File: src/rtl/perf_pkg.sv
// Opcode and mix-category enums, collection states, mix vector type, marker NOPs, UART read word
package perf_pkg;

    ////////////////////////////////////////
    // Instruction decode

    // Opcode field taken from instruction bits 6:2
    typedef enum logic [4:0] {
        OP_LOAD      = 5'b00000,
        OP_FPU_LOAD  = 5'b00001,
        OP_FENCE     = 5'b00011,
        OP_ARITH_IMM = 5'b00100,
        OP_AUIPC     = 5'b00101,
        OP_STORE     = 5'b01000,
        OP_FPU_STORE = 5'b01001,
        OP_AMO       = 5'b01011,
        OP_ARITH     = 5'b01100,
        OP_LUI       = 5'b01101,
        OP_FPU_MADD  = 5'b10000,
        OP_FPU_MSUB  = 5'b10001,
        OP_FPU_NMSUB = 5'b10010,
        OP_FPU_NMADD = 5'b10011,
        OP_FPU_OP    = 5'b10100,
        OP_BRANCH    = 5'b11000,
        OP_JALR      = 5'b11001,
        OP_JAL       = 5'b11011,
        OP_SYSTEM    = 5'b11100
    } opcode_t;

    ////////////////////////////////////////
    // Instruction mix

    // Bit positions inside a mix vector
    typedef enum logic [2:0] {
        MIX_ALU,
        MIX_BR,
        MIX_MUL,
        MIX_DIV,
        MIX_LOAD,
        MIX_STORE,
        MIX_FPU,
        MIX_MISC
    } mix_cat_t;

    localparam int NUM_MIX = 8;

    // One bit per category
    // AMO sets both the load and the store bit
    typedef logic [NUM_MIX-1:0] mix_vec_t;

    ////////////////////////////////////////
    // Collection window

    typedef enum logic [1:0] {
        COLL_IDLE,
        COLL_ACTIVE,
        COLL_DONE
    } coll_state_t;

    // Marker NOPs encoded as addi x0 with distinct immediates
    localparam logic [31:0] START_NOP = 32'h00C00013;
    localparam logic [31:0] END_NOP   = 32'h00D00013;

    ////////////////////////////////////////
    // Console UART

    // Status word handed back on every read
    localparam logic [31:0] UART_READ_DATA = 32'hFFFFFF21;

endpackage

File: src/rtl/retire_classifier.sv
// Retire classifier with per-port instruction mix decode and registered marker detection
`timescale 1ns/1ns

module retire_classifier #(
    parameter int RETIRE_PORTS = 2
) (
    input  logic                    clk,
    input  logic                    rst,
    input  logic [RETIRE_PORTS-1:0] retire_valid,
    input  logic [31:0]             retire_instr [RETIRE_PORTS],
    output perf_pkg::mix_vec_t      mix_vec [RETIRE_PORTS],
    output logic                    start_seen,
    output logic                    end_seen
);
    import perf_pkg::*;

    opcode_t  opcode [RETIRE_PORTS];
    logic     is_mul [RETIRE_PORTS];
    logic     is_div [RETIRE_PORTS];
    mix_vec_t mix_next [RETIRE_PORTS];
    logic     start_next;
    logic     end_next;

    ////////////////////////////////////////
    // Decode

    always_comb begin
        start_next = 1'b0;
        end_next = 1'b0;
        for (int p = 0; p < RETIRE_PORTS; p++) begin
            opcode[p] = opcode_t'(retire_instr[p][6:2]);

            // M extension shares the ARITH opcode
            // bit 25 marks it and bit 14 splits mul from div
            is_mul[p] = (opcode[p] == OP_ARITH) & retire_instr[p][25] & ~retire_instr[p][14];
            is_div[p] = (opcode[p] == OP_ARITH) & retire_instr[p][25] & retire_instr[p][14];

            mix_next[p] = '0;
            case (opcode[p])
                OP_ARITH, OP_ARITH_IMM, OP_AUIPC, OP_LUI: begin
                    mix_next[p][MIX_ALU] = ~(is_mul[p] | is_div[p]);
                end
                OP_BRANCH, OP_JAL, OP_JALR: begin
                    mix_next[p][MIX_BR] = 1'b1;
                end
                OP_LOAD, OP_FPU_LOAD: begin
                    mix_next[p][MIX_LOAD] = 1'b1;
                end
                OP_STORE, OP_FPU_STORE: begin
                    mix_next[p][MIX_STORE] = 1'b1;
                end
                OP_AMO: begin
                    // Read-modify-write counts on both sides
                    mix_next[p][MIX_LOAD] = 1'b1;
                    mix_next[p][MIX_STORE] = 1'b1;
                end
                OP_FPU_MADD, OP_FPU_MSUB, OP_FPU_NMSUB, OP_FPU_NMADD, OP_FPU_OP: begin
                    mix_next[p][MIX_FPU] = 1'b1;
                end
                OP_SYSTEM, OP_FENCE: begin
                    mix_next[p][MIX_MISC] = 1'b1;
                end
                default: begin
                    mix_next[p] = '0;
                end
            endcase
            mix_next[p][MIX_MUL] = is_mul[p];
            mix_next[p][MIX_DIV] = is_div[p];

            // Idle ports contribute nothing downstream
            if (!retire_valid[p]) begin
                mix_next[p] = '0;
            end

            start_next |= retire_valid[p] & (retire_instr[p] == START_NOP);
            end_next |= retire_valid[p] & (retire_instr[p] == END_NOP);
        end
    end

    ////////////////////////////////////////
    // Output registers

    always_ff @(posedge clk) begin
        if (rst) begin
            mix_vec <= '{default: '0};
            start_seen <= 1'b0;
            end_seen <= 1'b0;
        end else begin
            mix_vec <= mix_next;
            start_seen <= start_next;
            end_seen <= end_next;
        end
    end

endmodule

File: src/rtl/mix_stats.sv
// Collection window FSM with per-category mix counters and total retire counter
`timescale 1ns/1ns

module mix_stats #(
    parameter int RETIRE_PORTS = 2,
    parameter int COUNT_W = 32
) (
    input  logic               clk,
    input  logic               rst,
    input  perf_pkg::mix_vec_t mix_vec [RETIRE_PORTS],
    input  logic               start_seen,
    input  logic               end_seen,
    output logic               collecting,
    output logic [COUNT_W-1:0] mix_count [perf_pkg::NUM_MIX],
    output logic [COUNT_W-1:0] retire_count
);
    import perf_pkg::*;

    // Wide enough to hold a full count of ports
    localparam int SUM_W = $clog2(RETIRE_PORTS + 1);

    coll_state_t      state;
    coll_state_t      state_next;
    logic [SUM_W-1:0] cat_sum [NUM_MIX];
    logic [SUM_W-1:0] port_sum;
    logic             count_en;

    ////////////////////////////////////////
    // Per-cycle sums across ports

    always_comb begin
        port_sum = '0;
        for (int c = 0; c < NUM_MIX; c++) begin
            cat_sum[c] = '0;
        end
        for (int p = 0; p < RETIRE_PORTS; p++) begin
            for (int c = 0; c < NUM_MIX; c++) begin
                cat_sum[c] += SUM_W'(mix_vec[p][c]);
            end
            // A port that retired anything sets at least one bit
            port_sum += SUM_W'(|mix_vec[p]);
        end
    end

    ////////////////////////////////////////
    // Window FSM

    always_comb begin
        state_next = state;
        case (state)
            COLL_IDLE: begin
                if (start_seen) begin
                    state_next = COLL_ACTIVE;
                end
            end
            COLL_ACTIVE: begin
                // Start outranks end when both land together
                if (start_seen) begin
                    state_next = COLL_ACTIVE;
                end else if (end_seen) begin
                    state_next = COLL_DONE;
                end
            end
            COLL_DONE: begin
                if (start_seen) begin
                    state_next = COLL_ACTIVE;
                end
            end
            default: begin
                state_next = COLL_IDLE;
            end
        endcase
    end

    // Marker cycles themselves are never counted
    assign count_en = (state == COLL_ACTIVE) & ~end_seen;
    assign collecting = (state == COLL_ACTIVE);

    ////////////////////////////////////////
    // Counters

    always_ff @(posedge clk) begin
        if (rst) begin
            state <= COLL_IDLE;
            mix_count <= '{default: '0};
            retire_count <= '0;
        end else begin
            state <= state_next;
            if (start_seen) begin
                // Fresh window on every start marker
                mix_count <= '{default: '0};
                retire_count <= '0;
            end else if (count_en) begin
                for (int c = 0; c < NUM_MIX; c++) begin
                    mix_count[c] <= mix_count[c] + COUNT_W'(cat_sum[c]);
                end
                retire_count <= retire_count + COUNT_W'(port_sum);
            end
        end
    end

endmodule

File: src/rtl/uart_axi_responder.sv
// AXI-lite console UART responder with write byte strobe and fixed read status word
`timescale 1ns/1ns

module uart_axi_responder (
    input  logic        clk,
    input  logic        rst,
    input  logic        awvalid,
    input  logic        wvalid,
    input  logic        bready,
    input  logic        arvalid,
    input  logic        rready,
    input  logic [31:0] wdata,
    output logic        awready,
    output logic        wready,
    output logic        bvalid,
    output logic        arready,
    output logic        rvalid,
    output logic [31:0] rdata,
    output logic        uart_write,
    output logic [7:0]  uart_byte
);
    import perf_pkg::*;

    typedef enum logic [1:0] {
        WR_ADDR,
        WR_DATA,
        WR_RESP
    } wr_state_t;

    typedef enum logic {
        RD_ADDR,
        RD_DATA
    } rd_state_t;

    wr_state_t wr_state;
    rd_state_t rd_state;
    logic      aw_fire;
    logic      w_fire;
    logic      b_fire;
    logic      ar_fire;
    logic      r_fire;

    ////////////////////////////////////////
    // Write channel

    // One write in flight, each phase owns its ready or valid
    assign awready = (wr_state == WR_ADDR);
    assign wready  = (wr_state == WR_DATA);
    assign bvalid  = (wr_state == WR_RESP);

    assign aw_fire = awvalid & awready;
    assign w_fire  = wvalid & wready;
    assign b_fire  = bvalid & bready;

    always_ff @(posedge clk) begin
        if (rst) begin
            wr_state <= WR_ADDR;
            uart_write <= 1'b0;
        end else begin
            // Strobe lines up with bvalid rising
            uart_write <= w_fire;
            case (wr_state)
                WR_ADDR: begin
                    if (aw_fire) begin
                        wr_state <= WR_DATA;
                    end
                end
                WR_DATA: begin
                    if (w_fire) begin
                        wr_state <= WR_RESP;
                    end
                end
                WR_RESP: begin
                    if (b_fire) begin
                        wr_state <= WR_ADDR;
                    end
                end
                default: begin
                    wr_state <= WR_ADDR;
                end
            endcase
        end
    end

    // Low byte of the data beat goes to the console
    always_ff @(posedge clk) begin
        if (w_fire) begin
            uart_byte <= wdata[7:0];
        end
    end

    ////////////////////////////////////////
    // Read channel

    assign arready = (rd_state == RD_ADDR);
    assign rvalid  = (rd_state == RD_DATA);
    assign ar_fire = arvalid & arready;
    assign r_fire  = rvalid & rready;
    assign rdata   = UART_READ_DATA;

    always_ff @(posedge clk) begin
        if (rst) begin
            rd_state <= RD_ADDR;
        end else if (ar_fire) begin
            rd_state <= RD_DATA;
        end else if (r_fire) begin
            rd_state <= RD_ADDR;
        end
    end

endmodule

File: src/rtl/sim_monitor_top.sv
// Retire-trace performance monitor top with classifier, mix statistics and console UART
`timescale 1ns/1ns

module sim_monitor_top #(
    parameter int RETIRE_PORTS = 2,
    parameter int COUNT_W = 32
) (
    input  logic                    clk,
    input  logic                    rst,
    // Retire trace
    input  logic [RETIRE_PORTS-1:0] retire_valid,
    input  logic [31:0]             retire_instr [RETIRE_PORTS],
    // Statistics
    output logic                    collecting,
    output logic [COUNT_W-1:0]      mix_count [perf_pkg::NUM_MIX],
    output logic [COUNT_W-1:0]      retire_count,
    // Console UART bus
    input  logic                    awvalid,
    input  logic                    wvalid,
    input  logic                    bready,
    input  logic                    arvalid,
    input  logic                    rready,
    input  logic [31:0]             wdata,
    output logic                    awready,
    output logic                    wready,
    output logic                    bvalid,
    output logic                    arready,
    output logic                    rvalid,
    output logic [31:0]             rdata,
    output logic                    uart_write,
    output logic [7:0]              uart_byte
);
    import perf_pkg::*;

    mix_vec_t mix_vec [RETIRE_PORTS];
    logic     start_seen;
    logic     end_seen;

    retire_classifier #(
        .RETIRE_PORTS(RETIRE_PORTS)
    ) i_retire_classifier (
        .clk(clk),
        .rst(rst),
        .retire_valid(retire_valid),
        .retire_instr(retire_instr),
        .mix_vec(mix_vec),
        .start_seen(start_seen),
        .end_seen(end_seen)
    );

    mix_stats #(
        .RETIRE_PORTS(RETIRE_PORTS),
        .COUNT_W(COUNT_W)
    ) i_mix_stats (
        .clk(clk),
        .rst(rst),
        .mix_vec(mix_vec),
        .start_seen(start_seen),
        .end_seen(end_seen),
        .collecting(collecting),
        .mix_count(mix_count),
        .retire_count(retire_count)
    );

    uart_axi_responder i_uart_axi_responder (
        .clk(clk),
        .rst(rst),
        .awvalid(awvalid),
        .wvalid(wvalid),
        .bready(bready),
        .arvalid(arvalid),
        .rready(rready),
        .wdata(wdata),
        .awready(awready),
        .wready(wready),
        .bvalid(bvalid),
        .arready(arready),
        .rvalid(rvalid),
        .rdata(rdata),
        .uart_write(uart_write),
        .uart_byte(uart_byte)
    );

endmodule

File: config.mk
export PLATFORM = sky130hd
export DESIGN_NAME = sim_monitor_top
export DESIGN_NICKNAME = d
export VERILOG_FILES = /design/src/rtl/perf_pkg.sv /design/src/rtl/retire_classifier.sv /design/src/rtl/mix_stats.sv /design/src/rtl/uart_axi_responder.sv /design/src/rtl/sim_monitor_top.sv
export SDC_FILE = /design/constraint.sdc
export NUM_CORES = 1
export LEC_CHECK = 0
export ABC_AREA = 0
export BUFFER_PORTS_ARGS = -buffer_cell sky130_fd_sc_hd__buf_2
export CAP_MARGIN = 10
export CORE_MARGIN = 5
export CORE_UTILIZATION = 35
export CTS_BUF_LIST = sky130_fd_sc_hd__clkbuf_4
export DETAILED_ROUTE_END_ITERATION = 12
export PLACE_DENSITY_LB_ADDON = 0.1
export RECOVER_POWER = 50
export SETUP_SLACK_MARGIN = 0.4
export SLEW_MARGIN = 5
export SYNTH_ARGS = -nofsm -noshare
export SYNTH_HDL_FRONTEND = slang
export SYNTH_SLANG_ARGS = --single-unit
File: constraint.sdc
create_clock -name clk -period 4.88 [get_ports clk]
set_input_delay 0.488 -clock clk [delete_from_list [all_inputs] [get_ports clk]]
set_output_delay 0.488 -clock clk [all_outputs]
set_load 0.03 [all_outputs]
# Yosys cells after proc, flatten, opt, wreduce, memory -nomap -nowiden
# Cells that the tools add are included.
word_totals:
  wordCells: 164
  in_bits: 105
  reg_bits: 320
op_classes:
  n_mux: 20
  eq_ne: 49
  n_addsub: 18
  bitwise: 30
  reduce_logical: 27
ops:
  columns: ["op", "n"]
  rows:
  - ["$add 32x2->32", 9]
  - ["$eq 32x24->1 const B", 4]
  - ["$eq 5x5->1 const B", 18]
  - ["$eq 5x4->1 const B", 10]
  - ["$reduce_or 3->1", 8]
  - ["$eq 5x3->1 const B", 4]
  - ["$add 1x1->2", 9]
  - ["$and 1x1->1", 16]
  - ["$reduce_or 8->1", 2]
  - ["$mux 1", 12]
  - ["$mux 2", 6]
  - ["$reduce_or 2->1", 6]
  - ["$eq 5x1->1 const B", 2]
  - ["$eq 5x2->1 const B", 2]
  - ["$logic_not 5->1", 2]
  - ["$not 1->1", 10]
  - ["$reduce_or 5->1", 2]
  - ["$reduce_or 4->1", 2]
  - ["$ne 2x2->1 const B", 3]
  - ["$pmux 2 s3", 1]
  - ["$eq 2x1->1 const B", 2]
  - ["$eq 2x2->1 const B", 2]
  - ["$logic_not 2->1", 2]
  - ["$or 1x1->1", 4]
  - ["6 further kinds", 6]

# Depth between registers and ports, before layout
depth:
  word_depth: 5
  ltp_mapped: 11

# Hierarchy
# A second synthesis with hierarchy kept.
unflattened:
  cells_unflattened: 1706
  hier_area_um2: 14690.3
modules_own_cells:
  columns: ["mod", "area_per_inst_um2", "cells_each", "instances"]
  rows:
  - ["mix_stats", 13238.9, 1557, 1]
  - ["retire_classifier", 804.5, 89, 1]
  - ["uart_axi_responder", 646.9, 60, 1]

# Least setup slack after synthesis
# OpenSTA, ideal clock, no wires.
synth_timing:
  path_type: "register to register"
  from: "reg i_mix_stats.mix_count[96] in the netlist's numbering"
  to: "reg i_mix_stats.mix_count[118] in the netlist's numbering"
  arrival_ns: 2.675
  synth_period_minus_slack_ns: 2.746
  stages_incl_launch_ff: 10
  required_ns: 4.810
  slack_ns: 2.134
  cell_sequence: "dfxtp_1 > inv_1 > fa_1 > inv_1 > ha_1 > nand4bb_1 > or4_1 > clkbuf_1 > or4_1 > a21oi_1"
synth_between:
  elab_chain_len: 1
synth_rtl:
  columns: ["item", "line", "text"]
  rows:
  - ["start, declared", "mix_stats.sv:14", "output logic [COUNT_W-1:0] mix_count [perf_pkg::NUM_MIX],"]
  - ["start signal, assigned by index", "mix_stats.sv:95", "mix_count[c] <= mix_count[c] + COUNT_W'(cat_sum[c]);"]
  - ["$add 32x2->32", "mix_stats.sv:95", null]
# Every way passes these cells.
# A chain may end at the register's enable or synchronous reset.

# Final worst setup path
layout_timing:
  from: "reg i_mix_stats.state[0]"
  to: "reg i_mix_stats.retire_count[29]"
layout_between:
  elab_chain_len: 2
layout_rtl:
  columns: ["item", "line", "text"]
  rows:
  - ["start, declared", "mix_stats.sv:22", "coll_state_t state;"]
  - ["start signal, assigned", "mix_stats.sv:88", "state <= state_next;"]
  - ["$eq 2x1->1", "mix_stats.sv:76", "assign count_en = (state == COLL_ACTIVE) & ~end_seen;"]
  - ["$and 1x1->1", "mix_stats.sv:76", null]
  - ["end signal, assigned", "mix_stats.sv:97", "retire_count <= retire_count + COUNT_W'(port_sum);"]
  - ["end, declared", "mix_stats.sv:15", "output logic [COUNT_W-1:0] retire_count"]
# Every way passes these cells.

==> summary by stage <==
Pwr
The total power is 0.00534 W. The worst IR drop on VDD is 0.115 mV. For this design the total switching power over the nets is 0.00131 W.

The power per cell area is 281 mW/mm2. The analysis attributes to cell leakage a power of 6.19 nW. The clock share of power is 0.471. The sequential cell fraction of total power is 0.493. Of the total power, combinational logic draws 0.036. The switching share of total power is 0.246. Internal power comes to 0.00403 W.

Yosys
For this run, the number of Yosys warnings is 0. The number of enable flip-flop cells after synthesis is 8. The area share of fa/ha/maj cells after synthesis is 0.0188.

The share of flip-flops with an asynchronous set or reset after synthesis is 0. The synthesized netlist occupies a cell area of 0.0155 mm2. After synthesis the netlist holds a flip-flop and latch count of 320.

The sequential share of the synthesized area is 0.418. The average instance in the mapped netlist occupies 8.48 um2. The complex-gate fraction of the synthesized area was 0.149.

The simple-gate area share of the yosys netlist is 0.300. The area fraction of the dominant cell type after synthesis is 0.402. Of the total synthesized cell area, the portion taken by XOR and XNOR cells is 0.0423. After synthesis, the share of cell area in mux cells is 0.0129.

The number of cells produced by synthesis is 1832. The most used flip-flop cell after synthesis is dfxtp_1. By area, the combinational part of the netlist is dominated by simple AND/OR/NAND/NOR gates. The count of distinct cell types in the synthesized netlist is 50.

The library cell occupying the most area in the post-synthesis netlist is dfxtp_1. After synthesis, the cell types taking the most area are dfxtp_1 (40%), a21oi_1 (5.7%), or4_1 (5.4%).

Timing
Clock skew on the completed layout was measured at 0.0380 ns. Setup repair after global routing left no endpoint under its margin. The ratio of final minimum period to clock period is 0.754.

The final critical path time including I/O delays and setup is 3.68 ns. The peak clock frequency supported by timing is 272 MHz. The relative max-transition margin is 0.187. The final sum of negative setup slack is 0 ns. Setup violations remaining at the end of the flow were counted as 0. At the pin with the least slew margin, the transition time is 1.22 ns. The max-slew violation count is 0. The worst hold margin is 0.113 ns. The final number of hold-violating endpoints came to 0.

Global route
The wire length of the first global-routing pass is 78000 um. The overflow left after global routing is 0. The global-route usage over all layers is 0.197. The via count of the first global-routing pass is 14.6k. Entering global routing, the biggest net connects 111 pins. The number of antenna violations at the first check in global routing came to 2.

Clock tree
Buffers added to address setup during post-CTS repair amount to 0. No sink is reached through more buffers than the 3 on the longest clock path. The insertion delay of the later-clocked pin in the worst-skew pair is 0.79 ns. The TritonCTS clock tree is done.

After clock tree synthesis, the flow added hold-fix buffers numbering 40. TritonCTS created 92 clock buffers. After clock tree synthesis, the clock-pin slew on the worst setup and hold paths is 0.07 ns. The clock root buffer is clkbuf_4. CTS built an H-tree with a depth of 3. The sink count of the clock tree is 320. The count of cells resized by post-cts repair is 0.

Cells and area
After routing the design area is 0.0190 mm2. In the final layout, the share of cells above drive strength 1 is 0.113. The fill cell total of the finished layout is 4604. The post-layout net count is 2371. The number of non-filler instances in the completed layout is 2911.

The layout-stage area growth over the synthesis result is 22.1%.

Run
Across the run, the number of max-cap violations was 0.

Setup path
The number of cells on the worst reg-to-reg path is 4. The largest individual stage delay along the critical path comes from the cell nor4bb_1. Traced cell by cell, the critical path runs through nor4bb_1 > nand4_1 > or4_1 > a21oi_1. The data required time of the critical path is 5.57 ns. The type of the worst setup path is reg -> reg.

The maximum fanout along the worst path is 24. The endpoint kind of the worst setup timing path is a register. The launching element type of the critical path is a register. The data arrival at the endpoint of the critical path is 4.37 ns.

In this design, the stage delay of the slowest critical-path cell is 0.99 ns.

Detailed routing
In the routed layout, each cell is associated on average with a via count of 5.38. For this run, design rule violations remaining after detail routing come to 0. For this block, the routed nets add up to 51100 um of wire. The highest metal layer carrying signal wires in the routed design is met4. The total length of routed met3 wires is 3980 um.

The wire length per cell is 17.6 um. The number of nets with antenna violations after routing is 0. The routed length on met2 is 24000 um. In the final routing, the length of wire on met1 measures 22200 um. The number of detailed-routing iterations run before antenna repair is 7.

The number of design-rule violations left by the first detailed-router iteration is 835. The routed layout has 15.7k vias.

Placement
Counting tap cells, the placed design contains a total of 2706 instances. The half-perimeter wire length after placement is 35300 um. The total of buffers placed on input and output ports is 383. Once placement finished, the instance area stood at 0.0178 mm2. At the end of routability-driven placement, the weighted congestion stood at 0.812.

Run status
The flow ran to the end, and the final reports show no timing, DRC or antenna violations.

Die
The die covers 0.0487 mm2. The core area is 0.0440 mm2. Measured along the y axis, the die boundary spans 221 um. The die width is 221 um. The number of placement rows is 77. 440 I/O pins were placed. For this configuration, the core starts out at a cell density of 0.353.

Hold path
The worst hold path passes through 4 cells. The worst hold path belongs to the class in -> reg.
[path summary, 6_finish.rpt]
check | slack [ns] | start | end
hold reg to reg | 0.48 | i_mix_stats.mix_count[95]$_SDFFE_PP0P_ | i_mix_stats.mix_count[95]$_SDFFE_PP0P_
setup / recovery | 1.20 | i_mix_stats.state[0]$_SDFFE_PP0P_ | i_mix_stats.retire_count[29]$_SDFFE_PP0P_
setup reg to reg | 1.20 | i_mix_stats.state[0]$_SDFFE_PP0P_ | i_mix_stats.retire_count[29]$_SDFFE_PP0P_
hold / removal | 0.11 | retire_instr[35] | i_retire_classifier.mix_vec[9]$_SDFF_PP0_
[cell families after synthesis]
family	count (synthesis)
compound gates	385
xor+xnor	75
fa+ha+maj	18
buf+inv	211
flops	320
mux	20
other cells	2
simple gates	801
[flip-flops by register name, indices dropped and copies added, names as in the netlist]
name                             flops
i_mix_stats.mix_count              256
i_mix_stats.retire_count            32
i_retire_classifier.mix_vec         16
i_uart_axi_responder.uart_byte       8
i_mix_stats.state                    2
i_uart_axi_responder.wr_state        2
i_retire_classifier.end_seen         1
i_retire_classifier.start_seen       1
i_uart_axi_responder.rvalid          1
i_uart_axi_responder.uart_write      1
[synth_stat cells (4+ instances only)]
library cell / number
xor2_1: 60
buf_4: 32
nor3b_1: 4
nor4bb_1: 8
nor4b_1: 4
nor2b_1: 14
edfxtp_1: 8
clkbuf_1: 97
or4_1: 112
inv_1: 70
o21ai_1: 11
o21a_1: 7
fa_1: 9
ha_1: 9
a21oi_1: 178
a211oi_1: 11
buf_1: 5
nand4b_1: 4
nand3_1: 88
nor4_1: 34
nand2b_1: 6
and2_1: 8
buf_2: 7
dfxtp_1: 312
nand4_1: 101
xnor2_1: 15
nor3_1: 16
or3_1: 92
o21ai_0: 54
o311ai_1: 9
and3_1: 33
nand4bb_1: 5
o31ai_1: 100
o41ai_1: 9
nor2_1: 93
nand2_1: 132
and4_1: 31
and4b_1: 5
mux2i_1: 20
[worst max-delay path: cells and delay by family, from the launching register on]
family          cells  cell delay (ns)
flops               1             0.70
compound gates      1             0.15
simple gates        3             2.74
[power groups by stage]
stage                     clock, W  sequential (W)  combinational, W
after detailed placement         0         0.00269          0.000176
after global placement           0         0.00269          0.000174
after global routing       0.00277         0.00263          0.000210
after CTS                  0.00263         0.00263          0.000196
final                      0.00251         0.00263          0.000194
after floorplan                  0         0.00270          0.000120
[metrics by stage]
step	util	setup WS, ns
after floorplan	-	2.13
after global placement	0.403	1.24
after detailed placement	0.403	1.22
after CTS	0.439	1.19
after global routing	0.431	0.744
final	0.431	1.20
[cell type report]
class                      count  area [um2]  share of cell area
tap                          592         741              0.0391
multi-input combinational   1331        8260               0.435
clock buffer                 145        1090              0.0574
timing repair buffer         433        2060               0.109
sequential                   320        6490               0.342
clock inverter                19        71.3             0.00376
inverter                      70         263              0.0139
antenna                        1        2.50            0.000132
[routing by layer]
metal  up-vias  track usage
li1       7705            -
met1      7393        0.250
met2       490        0.322
met3        70       0.0554
met4         0       0.0678
met5         -            0
[layout by cell type, fill, tap and decap left out, drive strengths merged, types with 9 or more instances in the layout]
| master | n |
|---|---|
| a211oi | 11 |
| a21oi | 178 |
| and3 | 33 |
| and4 | 31 |
| buf | 108 |
| clkbuf | 430 |
| clkinv | 18 |
| conb | 32 |
| dfxtp | 312 |
| dlygate4sd3 | 40 |
| fa | 9 |
| ha | 9 |
| inv | 71 |
| mux2i | 20 |
| nand2 | 132 |
| nand3 | 88 |
| nand4 | 101 |
| nor2 | 93 |
| nor2b | 14 |
| nor3 | 16 |
| nor4 | 34 |
| o21ai | 65 |
| o311ai | 9 |
| o31ai | 100 |
| o41ai | 9 |
| or3 | 92 |
| or4 | 113 |
| xnor2 | 15 |
| xor2 | 60 |
Note: power is estimated with default switching activity, not from simulation.
